**src/hdl/irq_sleep_defines.svh**
```systemverilog
// Interrupt and sleep controller constants for line map, CSR map and counter sizes
`ifndef IRQ_SLEEP_DEFINES_SVH
`define IRQ_SLEEP_DEFINES_SVH

// ------------------------------------------------
// Interrupt lines
// ------------------------------------------------

// Number of machine interrupt lines
`define IRQ_NUM 32

// Implemented lines are 31..16, 11, 7 and 3
`define IRQ_VALID_MASK 32'hFFFF_0888

// ------------------------------------------------
// Register map
// ------------------------------------------------

`define CSR_ADDR_W 4

`define CSR_MIE_OFS     4'h0
`define CSR_MSTATUS_OFS 4'h4
`define CSR_MIP_OFS     4'h8
`define CSR_IRQ_ID_OFS  4'hC

// Global machine interrupt enable position in MSTATUS
`define MSTATUS_MIE_BIT 3

// Outstanding bus transaction counter width
`define OUTST_W 4

// Wait cycles between WFI retire and the idle check
`define SLEEP_ENTRY_DELAY 2

`endif

```
**src/hdl/irq_sleep_pkg.sv**
```systemverilog
// Shared vector types and sleep state encoding of the interrupt and sleep controller
`default_nettype none

`include "irq_sleep_defines.svh"

package irq_sleep_pkg;

  // One bit per machine interrupt line
  typedef logic [`IRQ_NUM-1:0] irq_vec_t;

  // Interrupt number, wide enough for any line
  typedef logic [$clog2(`IRQ_NUM)-1:0] irq_id_t;

  // AXI4-Lite register address and data
  typedef logic [`CSR_ADDR_W-1:0] csr_addr_t;
  typedef logic [31:0] csr_data_t;

  // Issued but unanswered requests on one bus side
  typedef logic [`OUTST_W-1:0] outst_cnt_t;

  // Sleep controller states
  typedef enum logic [1:0] {
    RUN,      // Core active
    WAIT,     // Counting down after WFI retire
    BLOCKED,  // Waiting for bus and write buffer to drain
    SLEEP     // Core asleep
  } sleep_state_e;

endpackage : irq_sleep_pkg

`default_nettype wire

```
**src/hdl/bus_outstanding_tracker.sv**
```systemverilog
// Outstanding transaction counter for one bus side, granted requests minus responses
`timescale 1ns/1ps
`default_nettype none

module bus_outstanding_tracker (
  input  logic                      clk_i,
  input  logic                      rst_ni,
  input  logic                      req_i,
  input  logic                      gnt_i,
  input  logic                      rvalid_i,
  output irq_sleep_pkg::outst_cnt_t count_o
);

  import irq_sleep_pkg::*;

  outst_cnt_t count_q;
  logic       issue;

  // A request counts once the bus grants it
  assign issue = req_i & gnt_i;

  always_ff @(posedge clk_i or negedge rst_ni) begin
    if (!rst_ni) begin
      count_q <= '0;
    end else begin
      if (issue && !rvalid_i) begin
        count_q <= count_q + outst_cnt_t'(1);
      end else if (rvalid_i && !issue) begin
        count_q <= count_q - outst_cnt_t'(1);
      end
      // Issue and response together leave the count as is
    end
  end

  assign count_o = count_q;

endmodule : bus_outstanding_tracker

`default_nettype wire

```
**src/hdl/irq_arbiter.sv**
```systemverilog
// Interrupt arbiter with pending register, enable masking and fixed-priority acknowledge
`timescale 1ns/1ps
`default_nettype none

`include "irq_sleep_defines.svh"

module irq_arbiter (
  input  logic                    clk_i,
  input  logic                    rst_ni,
  input  irq_sleep_pkg::irq_vec_t irq_i,
  input  irq_sleep_pkg::irq_vec_t mie_i,
  input  logic                    mstatus_mie_i,
  input  logic                    irq_ready_i,
  output irq_sleep_pkg::irq_vec_t mip_o,
  output logic                    irq_ack_o,
  output irq_sleep_pkg::irq_id_t  irq_id_o,
  output logic                    irq_wake_o
);

  import irq_sleep_pkg::*;

  irq_vec_t mip_q;
  irq_vec_t pend_en;
  irq_id_t  win_id;
  logic     take;
  logic     irq_ack_q;
  irq_id_t  irq_id_q;

  // Pending bits follow the inputs one cycle late, reserved lines dropped
  always_ff @(posedge clk_i or negedge rst_ni) begin
    if (!rst_ni) begin
      mip_q <= '0;
    end else begin
      mip_q <= irq_i & `IRQ_VALID_MASK;
    end
  end

  assign pend_en = mip_q & mie_i;

  // ------------------------------------------------
  // Priority select
  // ------------------------------------------------

  // Lowest priority first so that later hits override
  // Order from the top is 31..16, 11, 3, 7
  always_comb begin
    win_id = '0;
    if (pend_en[7]) begin
      win_id = irq_id_t'(7);
    end
    if (pend_en[3]) begin
      win_id = irq_id_t'(3);
    end
    if (pend_en[11]) begin
      win_id = irq_id_t'(11);
    end
    for (int i = 16; i < `IRQ_NUM; i++) begin
      if (pend_en[i]) begin
        win_id = irq_id_t'(i);
      end
    end
  end

  // Never two acknowledges back to back
  assign take = (|pend_en) & mstatus_mie_i & irq_ready_i & ~irq_ack_q;

  always_ff @(posedge clk_i or negedge rst_ni) begin
    if (!rst_ni) begin
      irq_ack_q <= 1'b0;
    end else begin
      irq_ack_q <= take;
    end
  end

  // Id is only meaningful alongside the acknowledge
  always_ff @(posedge clk_i) begin
    if (take) begin
      irq_id_q <= win_id;
    end
  end

  assign mip_o      = mip_q;
  assign irq_ack_o  = irq_ack_q;
  assign irq_id_o   = irq_id_q;
  // Wake ignores the global enable
  assign irq_wake_o = |pend_en;

endmodule : irq_arbiter

`default_nettype wire

```
**src/hdl/irq_csr_axil.sv**
```systemverilog
// AXI4-Lite register block for interrupt enable, global enable, pending and last id
`timescale 1ns/1ps
`default_nettype none

`include "irq_sleep_defines.svh"

module irq_csr_axil (
  input  logic                     clk_i,
  input  logic                     rst_ni,
  // Write address channel
  input  irq_sleep_pkg::csr_addr_t s_axil_awaddr_i,
  input  logic                     s_axil_awvalid_i,
  output logic                     s_axil_awready_o,
  // Write data channel
  input  irq_sleep_pkg::csr_data_t s_axil_wdata_i,
  input  logic                     s_axil_wvalid_i,
  output logic                     s_axil_wready_o,
  // Write response channel
  output logic [1:0]               s_axil_bresp_o,
  output logic                     s_axil_bvalid_o,
  input  logic                     s_axil_bready_i,
  // Read address channel
  input  irq_sleep_pkg::csr_addr_t s_axil_araddr_i,
  input  logic                     s_axil_arvalid_i,
  output logic                     s_axil_arready_o,
  // Read data channel
  output irq_sleep_pkg::csr_data_t s_axil_rdata_o,
  output logic [1:0]               s_axil_rresp_o,
  output logic                     s_axil_rvalid_o,
  input  logic                     s_axil_rready_i,
  // Arbiter side
  input  irq_sleep_pkg::irq_vec_t  mip_i,
  input  logic                     irq_ack_i,
  input  irq_sleep_pkg::irq_id_t   irq_id_i,
  output irq_sleep_pkg::irq_vec_t  mie_o,
  output logic                     mstatus_mie_o
);

  import irq_sleep_pkg::*;

  // AXI response codes
  localparam logic [1:0] RESP_OKAY   = 2'b00;
  localparam logic [1:0] RESP_SLVERR = 2'b10;

  // Register state
  irq_vec_t   mie_q;
  logic       mstatus_mie_q;
  irq_id_t    last_id_q;

  // Channel handshake state
  logic       awready_q;
  logic       bvalid_q;
  logic       arready_q;
  logic       rvalid_q;
  logic [1:0] bresp_q;
  logic [1:0] rresp_q;
  csr_data_t  rdata_q;

  logic       wr_fire;
  logic       rd_fire;
  logic       wr_hit;
  logic       rd_hit;
  csr_data_t  rd_data;

  // Valid is held by the master across the ready pulse
  assign wr_fire = awready_q & s_axil_awvalid_i & s_axil_wvalid_i;
  assign rd_fire = arready_q & s_axil_arvalid_i;

  // ------------------------------------------------
  // Address decode
  // ------------------------------------------------

  // Read-only registers still count as mapped for writes
  always_comb begin
    case (s_axil_awaddr_i)
      `CSR_MIE_OFS, `CSR_MSTATUS_OFS, `CSR_MIP_OFS, `CSR_IRQ_ID_OFS: wr_hit = 1'b1;
      default: wr_hit = 1'b0;
    endcase
  end

  always_comb begin
    rd_data = '0;
    rd_hit  = 1'b1;
    case (s_axil_araddr_i)
      `CSR_MIE_OFS:     rd_data = mie_q;
      // Only the global enable is implemented in MSTATUS
      `CSR_MSTATUS_OFS: rd_data[`MSTATUS_MIE_BIT] = mstatus_mie_q;
      `CSR_MIP_OFS:     rd_data = mip_i;
      `CSR_IRQ_ID_OFS:  rd_data = csr_data_t'(last_id_q);
      default:          rd_hit = 1'b0;
    endcase
  end

  // ------------------------------------------------
  // Channel handshakes
  // ------------------------------------------------

  always_ff @(posedge clk_i or negedge rst_ni) begin
    if (!rst_ni) begin
      awready_q <= 1'b0;
      bvalid_q  <= 1'b0;
      arready_q <= 1'b0;
      rvalid_q  <= 1'b0;
    end else begin
      // One-cycle ready pulse, blocked while a response waits
      awready_q <= s_axil_awvalid_i & s_axil_wvalid_i & ~bvalid_q & ~awready_q;
      if (wr_fire) begin
        bvalid_q <= 1'b1;
      end else if (s_axil_bready_i) begin
        bvalid_q <= 1'b0;
      end
      arready_q <= s_axil_arvalid_i & ~rvalid_q & ~arready_q;
      if (rd_fire) begin
        rvalid_q <= 1'b1;
      end else if (s_axil_rready_i) begin
        rvalid_q <= 1'b0;
      end
    end
  end

  // Response payload, only looked at while valid
  always_ff @(posedge clk_i) begin
    if (wr_fire) begin
      bresp_q <= wr_hit ? RESP_OKAY : RESP_SLVERR;
    end
    if (rd_fire) begin
      rdata_q <= rd_data;
      rresp_q <= rd_hit ? RESP_OKAY : RESP_SLVERR;
    end
  end

  // ------------------------------------------------
  // Register updates
  // ------------------------------------------------

  always_ff @(posedge clk_i or negedge rst_ni) begin
    if (!rst_ni) begin
      mie_q         <= '0;
      mstatus_mie_q <= 1'b0;
      last_id_q     <= '0;
    end else begin
      if (wr_fire && (s_axil_awaddr_i == `CSR_MIE_OFS)) begin
        mie_q <= s_axil_wdata_i & `IRQ_VALID_MASK;
      end
      if (wr_fire && (s_axil_awaddr_i == `CSR_MSTATUS_OFS)) begin
        mstatus_mie_q <= s_axil_wdata_i[`MSTATUS_MIE_BIT];
      end
      // Taking an interrupt wins over a software write
      if (irq_ack_i) begin
        mstatus_mie_q <= 1'b0;
        last_id_q     <= irq_id_i;
      end
    end
  end

  assign s_axil_awready_o = awready_q;
  assign s_axil_wready_o  = awready_q;
  assign s_axil_bvalid_o  = bvalid_q;
  assign s_axil_bresp_o   = bresp_q;
  assign s_axil_arready_o = arready_q;
  assign s_axil_rvalid_o  = rvalid_q;
  assign s_axil_rdata_o   = rdata_q;
  assign s_axil_rresp_o   = rresp_q;
  assign mie_o            = mie_q;
  assign mstatus_mie_o    = mstatus_mie_q;

endmodule : irq_csr_axil

`default_nettype wire

```
**src/hdl/irq_sleep_top.sv**
```systemverilog
// Interrupt and sleep controller top with register block, arbiter, trackers and sleep FSM
`timescale 1ns/1ps
`default_nettype none

module irq_sleep_top (
  input  logic                     clk_i,
  input  logic                     rst_ni,
  // Core interrupt interface
  input  irq_sleep_pkg::irq_vec_t  irq_i,
  input  logic                     irq_ready_i,
  output logic                     irq_ack_o,
  output irq_sleep_pkg::irq_id_t   irq_id_o,
  // Core sleep interface
  input  logic                     wfi_retire_i,
  input  logic                     debug_req_i,
  input  logic                     wbuf_empty_i,
  output logic                     core_sleep_o,
  // Instruction-side bus
  input  logic                     iside_req_i,
  input  logic                     iside_gnt_i,
  input  logic                     iside_rvalid_i,
  // Data-side bus
  input  logic                     dside_req_i,
  input  logic                     dside_gnt_i,
  input  logic                     dside_rvalid_i,
  // AXI4-Lite register port
  input  irq_sleep_pkg::csr_addr_t s_axil_awaddr_i,
  input  logic                     s_axil_awvalid_i,
  output logic                     s_axil_awready_o,
  input  irq_sleep_pkg::csr_data_t s_axil_wdata_i,
  input  logic                     s_axil_wvalid_i,
  output logic                     s_axil_wready_o,
  output logic [1:0]               s_axil_bresp_o,
  output logic                     s_axil_bvalid_o,
  input  logic                     s_axil_bready_i,
  input  irq_sleep_pkg::csr_addr_t s_axil_araddr_i,
  input  logic                     s_axil_arvalid_i,
  output logic                     s_axil_arready_o,
  output irq_sleep_pkg::csr_data_t s_axil_rdata_o,
  output logic [1:0]               s_axil_rresp_o,
  output logic                     s_axil_rvalid_o,
  input  logic                     s_axil_rready_i
);

  import irq_sleep_pkg::*;

  irq_vec_t   mie;
  logic       mstatus_mie;
  irq_vec_t   mip;
  logic       irq_wake;
  outst_cnt_t iside_count;
  outst_cnt_t dside_count;

  // ------------------------------------------------
  // Register block and arbiter
  // ------------------------------------------------

  irq_csr_axil u_csr (
    .clk_i            (clk_i),
    .rst_ni           (rst_ni),
    .s_axil_awaddr_i  (s_axil_awaddr_i),
    .s_axil_awvalid_i (s_axil_awvalid_i),
    .s_axil_awready_o (s_axil_awready_o),
    .s_axil_wdata_i   (s_axil_wdata_i),
    .s_axil_wvalid_i  (s_axil_wvalid_i),
    .s_axil_wready_o  (s_axil_wready_o),
    .s_axil_bresp_o   (s_axil_bresp_o),
    .s_axil_bvalid_o  (s_axil_bvalid_o),
    .s_axil_bready_i  (s_axil_bready_i),
    .s_axil_araddr_i  (s_axil_araddr_i),
    .s_axil_arvalid_i (s_axil_arvalid_i),
    .s_axil_arready_o (s_axil_arready_o),
    .s_axil_rdata_o   (s_axil_rdata_o),
    .s_axil_rresp_o   (s_axil_rresp_o),
    .s_axil_rvalid_o  (s_axil_rvalid_o),
    .s_axil_rready_i  (s_axil_rready_i),
    .mip_i            (mip),
    .irq_ack_i        (irq_ack_o),
    .irq_id_i         (irq_id_o),
    .mie_o            (mie),
    .mstatus_mie_o    (mstatus_mie)
  );

  irq_arbiter u_arbiter (
    .clk_i         (clk_i),
    .rst_ni        (rst_ni),
    .irq_i         (irq_i),
    .mie_i         (mie),
    .mstatus_mie_i (mstatus_mie),
    .irq_ready_i   (irq_ready_i),
    .mip_o         (mip),
    .irq_ack_o     (irq_ack_o),
    .irq_id_o      (irq_id_o),
    .irq_wake_o    (irq_wake)
  );

  // ------------------------------------------------
  // Bus trackers and sleep control
  // ------------------------------------------------

  bus_outstanding_tracker u_iside_tracker (
    .clk_i    (clk_i),
    .rst_ni   (rst_ni),
    .req_i    (iside_req_i),
    .gnt_i    (iside_gnt_i),
    .rvalid_i (iside_rvalid_i),
    .count_o  (iside_count)
  );

  bus_outstanding_tracker u_dside_tracker (
    .clk_i    (clk_i),
    .rst_ni   (rst_ni),
    .req_i    (dside_req_i),
    .gnt_i    (dside_gnt_i),
    .rvalid_i (dside_rvalid_i),
    .count_o  (dside_count)
  );

  sleep_ctrl u_sleep_ctrl (
    .clk_i         (clk_i),
    .rst_ni        (rst_ni),
    .wfi_retire_i  (wfi_retire_i),
    .irq_wake_i    (irq_wake),
    .debug_req_i   (debug_req_i),
    .iside_count_i (iside_count),
    .dside_count_i (dside_count),
    .wbuf_empty_i  (wbuf_empty_i),
    .core_sleep_o  (core_sleep_o)
  );

endmodule : irq_sleep_top

`default_nettype wire

```
**src/hdl/sleep_ctrl.sv**
```systemverilog
// WFI sleep controller with entry delay, bus drain wait and wake on interrupt or debug
`timescale 1ns/1ps
`default_nettype none

`include "irq_sleep_defines.svh"

module sleep_ctrl (
  input  logic                      clk_i,
  input  logic                      rst_ni,
  input  logic                      wfi_retire_i,
  input  logic                      irq_wake_i,
  input  logic                      debug_req_i,
  input  irq_sleep_pkg::outst_cnt_t iside_count_i,
  input  irq_sleep_pkg::outst_cnt_t dside_count_i,
  input  logic                      wbuf_empty_i,
  output logic                      core_sleep_o
);

  import irq_sleep_pkg::*;

  localparam int DLY_W = $clog2(`SLEEP_ENTRY_DELAY + 1);

  sleep_state_e     state_q;
  sleep_state_e     state_d;
  logic [DLY_W-1:0] dly_q;
  logic             wake;
  logic             idle;

  assign wake = irq_wake_i | debug_req_i;

  // Nothing in flight on either side and the write buffer drained
  assign idle = (iside_count_i == '0) & (dside_count_i == '0) & wbuf_empty_i;

  // ------------------------------------------------
  // Next state
  // ------------------------------------------------

  always_comb begin
    state_d = state_q;
    case (state_q)
      RUN: begin
        if (wfi_retire_i && !wake) begin
          state_d = WAIT;
        end
      end
      // Delay cycles, then one idle check in BLOCKED at the earliest
      WAIT: begin
        if (wake) begin
          state_d = RUN;
        end else if (dly_q == DLY_W'(`SLEEP_ENTRY_DELAY - 1)) begin
          state_d = BLOCKED;
        end
      end
      BLOCKED: begin
        if (wake) begin
          state_d = RUN;
        end else if (idle) begin
          state_d = SLEEP;
        end
      end
      SLEEP: begin
        if (wake) begin
          state_d = RUN;
        end
      end
      default: state_d = RUN;
    endcase
  end

  always_ff @(posedge clk_i or negedge rst_ni) begin
    if (!rst_ni) begin
      state_q <= RUN;
      dly_q   <= '0;
    end else begin
      state_q <= state_d;
      // Counter restarts on every entry into WAIT
      if (state_q == WAIT) begin
        dly_q <= dly_q + DLY_W'(1);
      end else begin
        dly_q <= '0;
      end
    end
  end

  assign core_sleep_o = (state_q == SLEEP);

endmodule : sleep_ctrl

`default_nettype wire

```
**config.mk**
```make
export PLATFORM = sky130hd
export DESIGN_NAME = irq_sleep_top
export DESIGN_NICKNAME = d
export VERILOG_FILES = /design/src/hdl/irq_sleep_pkg.sv /design/src/hdl/bus_outstanding_tracker.sv /design/src/hdl/irq_arbiter.sv /design/src/hdl/irq_csr_axil.sv /design/src/hdl/irq_sleep_top.sv /design/src/hdl/sleep_ctrl.sv
export VERILOG_INCLUDE_DIRS = /design/src /design/src/hdl
export SDC_FILE = /design/constraint.sdc
export NUM_CORES = 1
export LEC_CHECK = 0
export BUFFER_PORTS_ARGS = -buffer_cell sky130_fd_sc_hd__buf_2
export CORE_ASPECT_RATIO = 1.2
export CORE_MARGIN = 2
export CORE_UTILIZATION = 53
export DETAILED_ROUTE_END_ITERATION = 6
export PLACE_DENSITY = 0.84
export SYNTH_ARGS = -nofsm -noshare
export SYNTH_HDL_FRONTEND = slang
export SYNTH_SLANG_ARGS = --single-unit
```
**constraint.sdc**
```tcl
create_clock -name clk_i -period 5.25 [get_ports clk_i]
set_clock_uncertainty 0.2 [all_clocks]
set_input_delay 0.2625 -clock clk_i [delete_from_list [all_inputs] [get_ports clk_i]]
set_output_delay 0.2625 -clock clk_i [all_outputs]
set_load 0.01 [all_outputs]
```
# After elaboration in Yosys (flattened, before gate mapping)
# Index checks and enable logic that the tools add are counted.
# Widths: inputs -> output; s select.
# totals
regBits	102
inputBits	89
out_inout_bits	48
wordCells	135
# op_classes
add_sub_neg	5
n_eq_ne	14
n_mux	42
bitwise_logic	22
n_reduce_logical	30
# op_table
cell	count
$pmux 28 s3	1
$mux 4	12
$and 32x32->32	1
$reduce_or 32->1	1
$mux 2	11
$eq 4x4->1 const B	4
$logic_not 4->1	4
$reduce_or 16->1	1
$and 1x1->1	15
$mux 3	5
$reduce_or 4->1	3
$mux 5	2
$reduce_bool 2->1	5
$mux 1	9
$add 4x1->4 const B	2
$eq 4x3->1 const B	2
$pmux 2 s4	1
$reduce_or 8->1	1
$sub 4x1->4 const B	2
$logic_and 1x1->1	7
$ne 3x1->1 const B	2
$logic_not 1->1	5
$not 1->1	5
$eq 2x1->1 const B	2
8 further kinds	10

# Depth between registers and ports, before layout
# Gate-level depths: netlist of run 1.
# depth
ltp_word	19
ltp_mapped	8
mapped_depth_nobuf	8

# Cells and area by module
# Synthesis of run 1 repeated with hierarchy kept, for this count alone.
# hier_totals
hier_cells	343
hier_area_um2	4550.6
# by_module_without_submodules
module	instances	cells_each	area_each_um2	seq_area_each_um2
irq_csr_axil	1	169	2662.6	1746.7
irq_arbiter	1	94	1066.0	650.6
bus_outstanding_tracker	2	30	314.1	100.1
sleep_ctrl	1	20	193.9	100.1

# Worst setup path after synthesis of run 1
# Ideal clock, no wire load.
# synth_timing
kind	input to register
from	in dside_req_i
to	reg u_dside_tracker.count_q[3], in the netlist u_dside_tracker.count_o[3]
setup_time_ns	0.136
arrival_ns	1.647
t_required_ns	4.914
path_slack_ns	3.266
stages	7
path_buffers	0
path_cell_list	and2_1 ha_1 inv_1 ha_1 a21o_1 a2111oi_0 o31ai_1
# synth_between
elab_chain_cells	4
elab_cells_between_ends	6
cone_classes	mux (1); bitwise (1); reduce/logical (4)
# synth_rtl
element	line	text
from (decl)	irq_sleep_top.sv:23	input logic dside_req_i,
$and 1x1->1 (*)	bus_outstanding_tracker.sv:20	assign issue = req_i & gnt_i;
$logic_not 1->1	bus_outstanding_tracker.sv:28	end else if (rvalid_i && !issue) begin
$logic_and 1x1->1	bus_outstanding_tracker.sv:28	
$reduce_bool 2->1 (no source line)	--	
to (signal assigned)	bus_outstanding_tracker.sv:27	count_q <= count_q + outst_cnt_t'(1);
to (signal assigned)	bus_outstanding_tracker.sv:29	count_q <= count_q - outst_cnt_t'(1);
to (decl)	bus_outstanding_tracker.sv:16	outst_cnt_t count_q;
# Every way passes the cells marked *; elsewhere a longest branch is shown, timed or not.
# A chain may end at the register's enable or synchronous reset.

# Worst setup path in the final report of run 1
# layout_timing
from	reg u_csr.mie_q[3], in the netlist u_csr.mie_o[3]
to	reg u_arbiter.irq_id_q[0], in the netlist u_arbiter.irq_id_o[0] (data pin)
# layout_between
elab_chain_cells	18
# layout_rtl
element	line	text
from (decl)	irq_csr_axil.sv:46	irq_vec_t mie_q;
from (signal assigned)	irq_csr_axil.sv:143	mie_q <= s_axil_wdata_i & `IRQ_VALID_MASK;
$and 32x32->32	irq_arbiter.sv:38	assign pend_en = mip_q & mie_i;
$mux 5	irq_arbiter.sv:51	if (pend_en[3]) begin
$mux 5	irq_arbiter.sv:54	if (pend_en[11]) begin
$mux 4 (8 in series)	irq_arbiter.sv:58	if (pend_en[i]) begin
$mux 3 (4 in series)	irq_arbiter.sv:58	
$mux 2 (2 in series)	irq_arbiter.sv:58	
$mux 1	irq_arbiter.sv:58	
to (signal assigned)	irq_arbiter.sv:78	irq_id_q <= win_id;
to (decl)	irq_arbiter.sv:27	irq_id_t irq_id_q;
# No other way between the ends.

==> metrics.txt, run 1 <==
status=finished clean; combinational group share of total power=0.196; hold slack final=0.0152 ns; final setup TNS=0 ns; Sw Pwr=486 uW; CTS resizes=0; core area=7230 sq um; total power=1.70 mW; Seq/Total Area, Yosys=0.617; Port Buffer Count=99; Area growth, synth to finish=30.5%; worst hold endpoint=u_csr.s_axil_bresp_o[1]; P_int=1.21 mW; Starting Density=0.544; Max Cap Violations=0; Final nets=539; prevailing post-synth register cell=dfrtp_1; Tmin final=2.13 ns; switching share of power=0.286; Inserted Clock Buffers=9; Synth Register Bits=91; CP Max Fanout=4; Remaining DRCs=0; hpwl dp=5700 um; first-pass GRT wire length=14000 um; CTS tree=yes; commonest non-fill, non-tap cell in the layout=buf_2; Reg2Reg Depth=4; CP Class=reg -> reg; layout cells sized above 1=0.334; Worst-Skew Late Latency=0.36 ns; initial antenna violation count=0; height of the chip=98.4 um; Total GRT Usage=0.233; met3 usage=0.0351; DRT antenna net count=0; Worst Path Required=5.15 ns; gr busiest metal=met2; M1 GR Usage=0.282; Die X=82.6 um; H-tree depth=3; reg-to-reg startpoint=u_csr.mie_o[3]; reg2reg end=u_arbiter.irq_id_o[0]; drt wl/cell=16.2 um; commonest non-fill, non-tap cells in the layout=buf_2, dfrtp_1, dlygate4sd3_1; most numerous cell on the critical path=o21ai_0; Final Max Tran Viols=0; crit end category=flip-flop; Final Hold Viols=0; Mapped Area=3930 sq um; postcts setup bufs=0; CP max-delay cell=a222oi_1; Final GP Congestion=0.788; Core Util, Final=0.710; # diodes=0; Top Ports=137; Slew @ Worst Pin=1.26 ns; DRT Pass-1 Iters=5; total grt overflow=0; RSZ-0062 raised after global routing=false; pwr/cell area=331 nW/um^2; Hold Path Cell Cnt=2; number of placement rows=34; final setup fails=0; Total Die Area=8130 sq um; Slew HR=0.161; Hold Path Class=in -> reg; kind of start point of the critical path=flip-flop; cells after synthesis=290; Yosys cell types=45; pin count of the biggest net entering global routing=62; mean post-synth cell area=13.6 sq um; met2 Use GR=0.391; DR iter-0 viols=208; vias per cell=5.38; WP data arrival=2.03 ns; Critical Path Max Stage Delay=0.55 ns; via count=2883; Sequential Power Share=0.521; reg-to-reg slack, setup=3.12 ns; Clock power frac=0.283; Static Leak=2.38 nW; clk slew on worst S/H paths=0.09 ns; Total Wirelength=8690 um; HP Start=s_axil_awaddr_i[0]; maximum VDD drop=0.182 mV; Yosys warnings=0; buffer depth of the longest clock path=2; fraction of registers with async set/reset=0.670; CP cell instances=a222oi_1, o21ai_0, a221oi_1, o21ai_0; clock sink total=91; Root Buffer Master=clkbuf_8; crit share post-route=0.405; fmax=470 MHz; vias in the first global route=2990; Post-synth EDFFs=30
## cell usage after synthesis (all sizes together) (5+ instances only)
master,number,area [sq um]
ha,7,87.6
and2,10,62.6
a22oi,6,45.0
mux2,26,293
a22o,23,201
nand3,5,25.0
inv,11,41.3
dfrtp,61,1530
buf,15,111
nor2,6,22.5
nor3,13,70.1
edfxtp,30,901
o21ai,8,40.0
nand2,22,82.6
## layer usage
layer / up-vias / share of wire
met2: 120 / 0.52
met1: 1388 / 0.39
li1: 1355 / -
met5: - / 0
met4: 0 / 0.029
met3: 20 / 0.056
## kinds of logic after synthesis
group	Yosys count	synth area share
AND/OR/NAND/NOR	68	0.0970
multiplexers	30	0.0878
XOR/XNOR	4	0.00891
other	1	0.000954
flip-flops	91	0.617
adder cells (fa/ha/maj)	9	0.0325
buffers and inverters	29	0.0417
AO/OA/AOI/OAI	58	0.114
## power by group through the flow
stage	registers (mW)	clock network [mW]	logic (mW)
after global routing	0.899	0.518	0.373
after floorplan	0.884	0	0.212
after CTS	0.885	0.487	0.333
final	0.885	0.480	0.333
after detailed placement	0.900	0	0.306
after global placement	0.891	0	0.283
## critical path: cells and delay by family, from the launching register on
family,cells,cell delay [ns]
flip-flops,1,0.43
AO/OA/AOI/OAI,4,1.23
## worst max path at each step
stage                  startpoint  slack, ns  cells past startpoint                    endpoint
2_1_floorplan         dside_req_i       3.27                      7  u_dside_tracker.count_o[3]
3_3_place_gp          dside_req_i       3.10                      8  u_dside_tracker.count_o[3]
3_5_place_dp          dside_req_i       2.98                      8  u_dside_tracker.count_o[3]
4_1_cts        u_arbiter.mip_o[3]       3.16                      4       u_arbiter.irq_id_o[0]
5_1_grt            u_csr.mie_o[3]       3.00                      4       u_arbiter.irq_id_o[0]
6_report           u_csr.mie_o[3]       3.12                      4       u_arbiter.irq_id_o[0]
## state kept, by name (all words and copies together), names as in the netlist
signal	count
u_csr.s_axil_rresp_o	1
u_iside_tracker.count_o	4
u_csr.s_axil_bvalid_o	1
u_dside_tracker.count_o	4
u_csr.last_id_q	5
u_csr.s_axil_arready_o	1
u_arbiter.mip_o	19
u_csr.s_axil_rvalid_o	1
u_csr.s_axil_awready_o	1
u_sleep_ctrl.state_q	2
u_csr.s_axil_rdata_o	23
u_sleep_ctrl.dly_q	2
u_csr.mie_o	19
u_csr.s_axil_bresp_o	1
u_csr.mstatus_mie_o	1
u_arbiter.irq_ack_o	1
u_arbiter.irq_id_o	5
## what timing repair did
item | in CTS | in global routing
setup endpoints to repair | 0 | 0
hold buffers | 45 | 0
endpoints found under the hold margin | 106 | 0
## layout make-up
cell class | count | area, sq um
repair buffers | 148 | 976
multi-input cells | 180 | 1380
clock buffers | 10 | 128
clock inverters | 6 | 70.1
well taps | 90 | 113
inverters | 11 | 41.3
fillers | 509 | 2100
flip-flops and latches | 91 | 2430
## metrics by stage
stage	setup slack, ns	cell area [sq um]	cells
finish	3.12	5130	536
global route	3.00	5130	536
CTS	3.16	5130	536
detailed placement	2.98	4490	475
global placement	3.10	4490	475
floorplan	3.27	3970	300
Note: power is estimated with default switching activity, not from simulation.
==> run 2, diff against run 1 <==
Settings changed: ABC_AREA from default to 1, CORE_UTILIZATION 53 to 50, PLACE_DENSITY 0.84 to 0.8.
Clock period 5.25 ns to 2.15 ns, I/O delays scaled along.
==> metrics.txt, run 2 <==
Max Cap Violations=0 (unchanged); Final Max Tran Viols=0 (unchanged); Synth area leader=dfrtp_1 (unchanged); buffer depth of the longest clock path=2 (unchanged); Area growth, synth to finish=35.6% (was 30.5%); fmax=491 MHz (was 470 MHz); # diodes=0 (unchanged); Top Ports=137 (unchanged); Seq/Total Area, Yosys=0.615 (was 0.617); layout cells sized above 1=0.268 (was 0.334); Worst Path Required=2.20 ns (was 5.15 ns); Mapped Area=3950 sq um (was 3930 sq um); final setup fails=0 (unchanged); Starting Density=0.515 (was 0.544); Final Hold Viols=0 (unchanged); Final GP Congestion=0.804 (was 0.788); commonest non-fill, non-tap cells in the layout=buf_2, nand2_1, dfrtp_1 (was buf_2, dfrtp_1, dlygate4sd3_1); P_int=3.13 mW (was 1.21 mW); total grt overflow=0 (unchanged); vias in the first global route=3386 (was 2990); top post-synthesis cells by area=dfrtp_1, edfxtp_1, nand2_1 (was dfrtp_1, edfxtp_1, mux2_2); reg-to-reg slack, setup=0.11 ns (was 3.12 ns); Seq. cell area=2430 sq um (about the same); Final nets=652 (was 539); height of the chip=101 um (was 98.4 um); first-pass GRT wire length=15300 um (was 14000 um); area fraction of the dominant cell type after synthesis=0.386 (was 0.388); commonest non-fill, non-tap cell in the layout=buf_2 (unchanged); DP Worst Slack=0.229 ns (was 2.98 ns); vias per cell=5.13 (was 5.38); top sig layer=met4 (unchanged); clk slew on worst S/H paths=0.09 ns (about the same); DRT Pass-1 Iters=5 (unchanged); area of the multi-input gates=1300 sq um (was 1380 sq um); Layout fillers=547 (was 509); CP Max Fanout=4 (unchanged); Inserted Clock Buffers=9 (unchanged); Tmin final=2.04 ns (was 2.13 ns); met3 wire len=453 um (was 486 um); Total Wirelength=9580 um (was 8690 um); number of flip-flops in the largest register=23 (unchanged); reg-to-reg startpoint=u_csr.s_axil_awready_o (was u_csr.mie_o[3]); hold slack final=0.0191 ns (was 0.0152 ns); crit end category=flip-flop (unchanged); reg2reg end=u_csr.mstatus_mie_o (was u_arbiter.irq_id_o[0]); drt wl/cell=14.7 um (was 16.2 um); Clock power frac=0.291 (was 0.283); clock sink total=91 (unchanged); mean post-synth cell area=10.1 sq um (was 13.6 sq um); crit share post-route=0.948 (was 0.405); maximum VDD drop=0.642 mV (was 0.182 mV); placed cell area=4530 sq um (was 4490 sq um); met2 routed WL=5250 um (was 4560 um); cells after synthesis=391 (was 290); dominant cell by count in the synthesized netlist=nand2_1 (was dfrtp_1); fraction of registers with async set/reset=0.670 (unchanged); kind of start point of the critical path=flip-flop (unchanged); pin count of the biggest net entering global routing=39 (was 62); Yosys warnings=0 (unchanged); initial antenna violation count=0 (unchanged); Port Buffer Count=99 (unchanged); Sw Pwr=1.29 mW (was 486 uW); pwr/cell area=825 nW/um^2 (was 331 nW/um^2); final instance area=5360 sq um (was 5130 sq um); Final WS setup=0.112 ns (was 3.12 ns); number of placement rows=35 (was 34); status=finished clean (unchanged); Worst-Skew Late Latency=0.37 ns (was 0.36 ns); DRT antenna net count=0 (unchanged); Total GRT Usage=0.231 (was 0.233); met1 WL=3620 um (was 3390 um); Die X=85.1 um (was 82.6 um); Post-synth EDFFs=30 (unchanged); Total Die Area=8630 sq um (was 8130 sq um); DR iter-0 viols=191 (was 208); H-tree depth=3 (unchanged); Sequential Power Share=0.502 (was 0.521); Root Buffer Master=clkbuf_8 (unchanged); Yosys cell types=34 (was 45); hpwl dp=6160 um (was 5700 um); via count=3338 (was 2883); Hold Path Class=in -> async (was in -> reg); WP data arrival=2.09 ns (was 2.03 ns); core area=7660 sq um (was 7230 sq um); Setup crit start=u_csr.s_axil_awready_o (was u_csr.mie_o[3]); Reg2Reg Depth=5 (was 4); CP Class=reg -> reg (unchanged); RSZ-0062 raised after global routing=false (unchanged); final setup TNS=0 ns (unchanged); prevailing post-synth register cell=dfrtp_1 (unchanged); Synth Register Bits=91 (unchanged); combinational group share of total power=0.207 (was 0.196); Synth top cells by count=nand2_1, dfrtp_1, inv_1 (was dfrtp_1, edfxtp_1, mux2_2); Remaining DRCs=0 (unchanged); Static Leak=2.56 nW (was 2.38 nW); switching share of power=0.292 (was 0.286); CTS tree=yes (unchanged)
==> run 2: cell count changes after synthesis, moves of 4 or more <==
cell / delta
o21ai_0: +18
inv_1: +29
a22o_1: -23
mux2_2: -26
inv_2: +5
and2_1: -10
nor2_1: +18
o21ai_1: +24
nand2_2: +10
nand2_1: +61
nand3_1: +18
a22oi_1: -6
nor3_1: -10
nor2_2: +4
==> run 2: final cells by class <==
cell class                      instances  share of cell area
Tap cell                               92              0.0215
Sequential cell                        91               0.453
Multi-Input combinational cell        244               0.243
Clock buffer                           10              0.0238
Clock inverter                          6              0.0178
Timing Repair Buffer                  163               0.209
Inverter                               45              0.0315
==> run 2: worst max path at each step <==
stage	end	slack, ns	depth (start not counted)
floorplan	u_sleep_ctrl.state_q[0]	0.40	14
global placement	u_sleep_ctrl.state_q[0]	0.25	14
detailed placement	u_sleep_ctrl.state_q[1]	0.23	14
CTS	u_csr.mstatus_mie_o	0.06	5
global route	u_arbiter.irq_id_o[0]	0.007	18
finish	u_csr.mstatus_mie_o	0.11	5
==> run 2: timing repair <==
item | in CTS | in global routing
hold endpoints to repair | 111 | 0
setup buffers | 0 | 0
hold buffers | 57 | 0
endpoints found under the setup margin | 0 | 2
resized for setup | 0 | 6
==> run 2: kinds of logic after synthesis <==
| group | Yosys count | share of synthesized area |
|---|---|---|
| flip-flops | 91 | 0.615 |
| adder cells (fa/ha/maj) | 9 | 0.0323 |
| buffers and inverters | 66 | 0.0751 |
| other | 1 | 0.000949 |
| AND/OR/NAND/NOR | 154 | 0.175 |
| AO/OA/AOI/OAI | 64 | 0.0893 |
| XOR/XNOR | 6 | 0.0133 |
==> run 2: power groups by stage <==
| stage | registers [mW] | clock network (mW) | logic (mW) |
|---|---|---|---|
| after global routing | 2.25 | 1.36 | 1.04 |
| after CTS | 2.22 | 1.30 | 0.910 |
| after detailed placement | 2.25 | 0 | 0.822 |
| final | 2.22 | 1.29 | 0.916 |
| after floorplan | 2.22 | 0 | 0.562 |
| after global placement | 2.23 | 0 | 0.755 |
==> run 2: worst max-delay path, stage by stage (launching register included) <==
cell	delay [ns]
dfrtp_1	0.44
nand3_4	0.13
nor4b_4	0.31
dlygate4sd3_1	0.60
nor2_1	0.05
a211oi_1	0.21
==> run 2: stage by stage <==
| stage | total power [mW] | util | cells |
|---|---|---|---|
| 4_1_cts | 4.42 | 0.695 | 651 |
| 3_3_place_gp | 2.98 | 0.591 | 578 |
| 5_1_grt | 4.66 | 0.699 | 651 |
| 6_report | 4.42 | 0.699 | 651 |
| 2_1_floorplan | 2.78 | - | 401 |
| 3_5_place_dp | 3.07 | 0.591 | 578 |
==> run 2: routing by layer <==
layer / up-vias / GRT usage
li1: 1582 / -
met1: 1607 / 0.250
met2: 129 / 0.440
met3: 20 / 0.0350
met4: 0 / 0.104
met5: - / 0
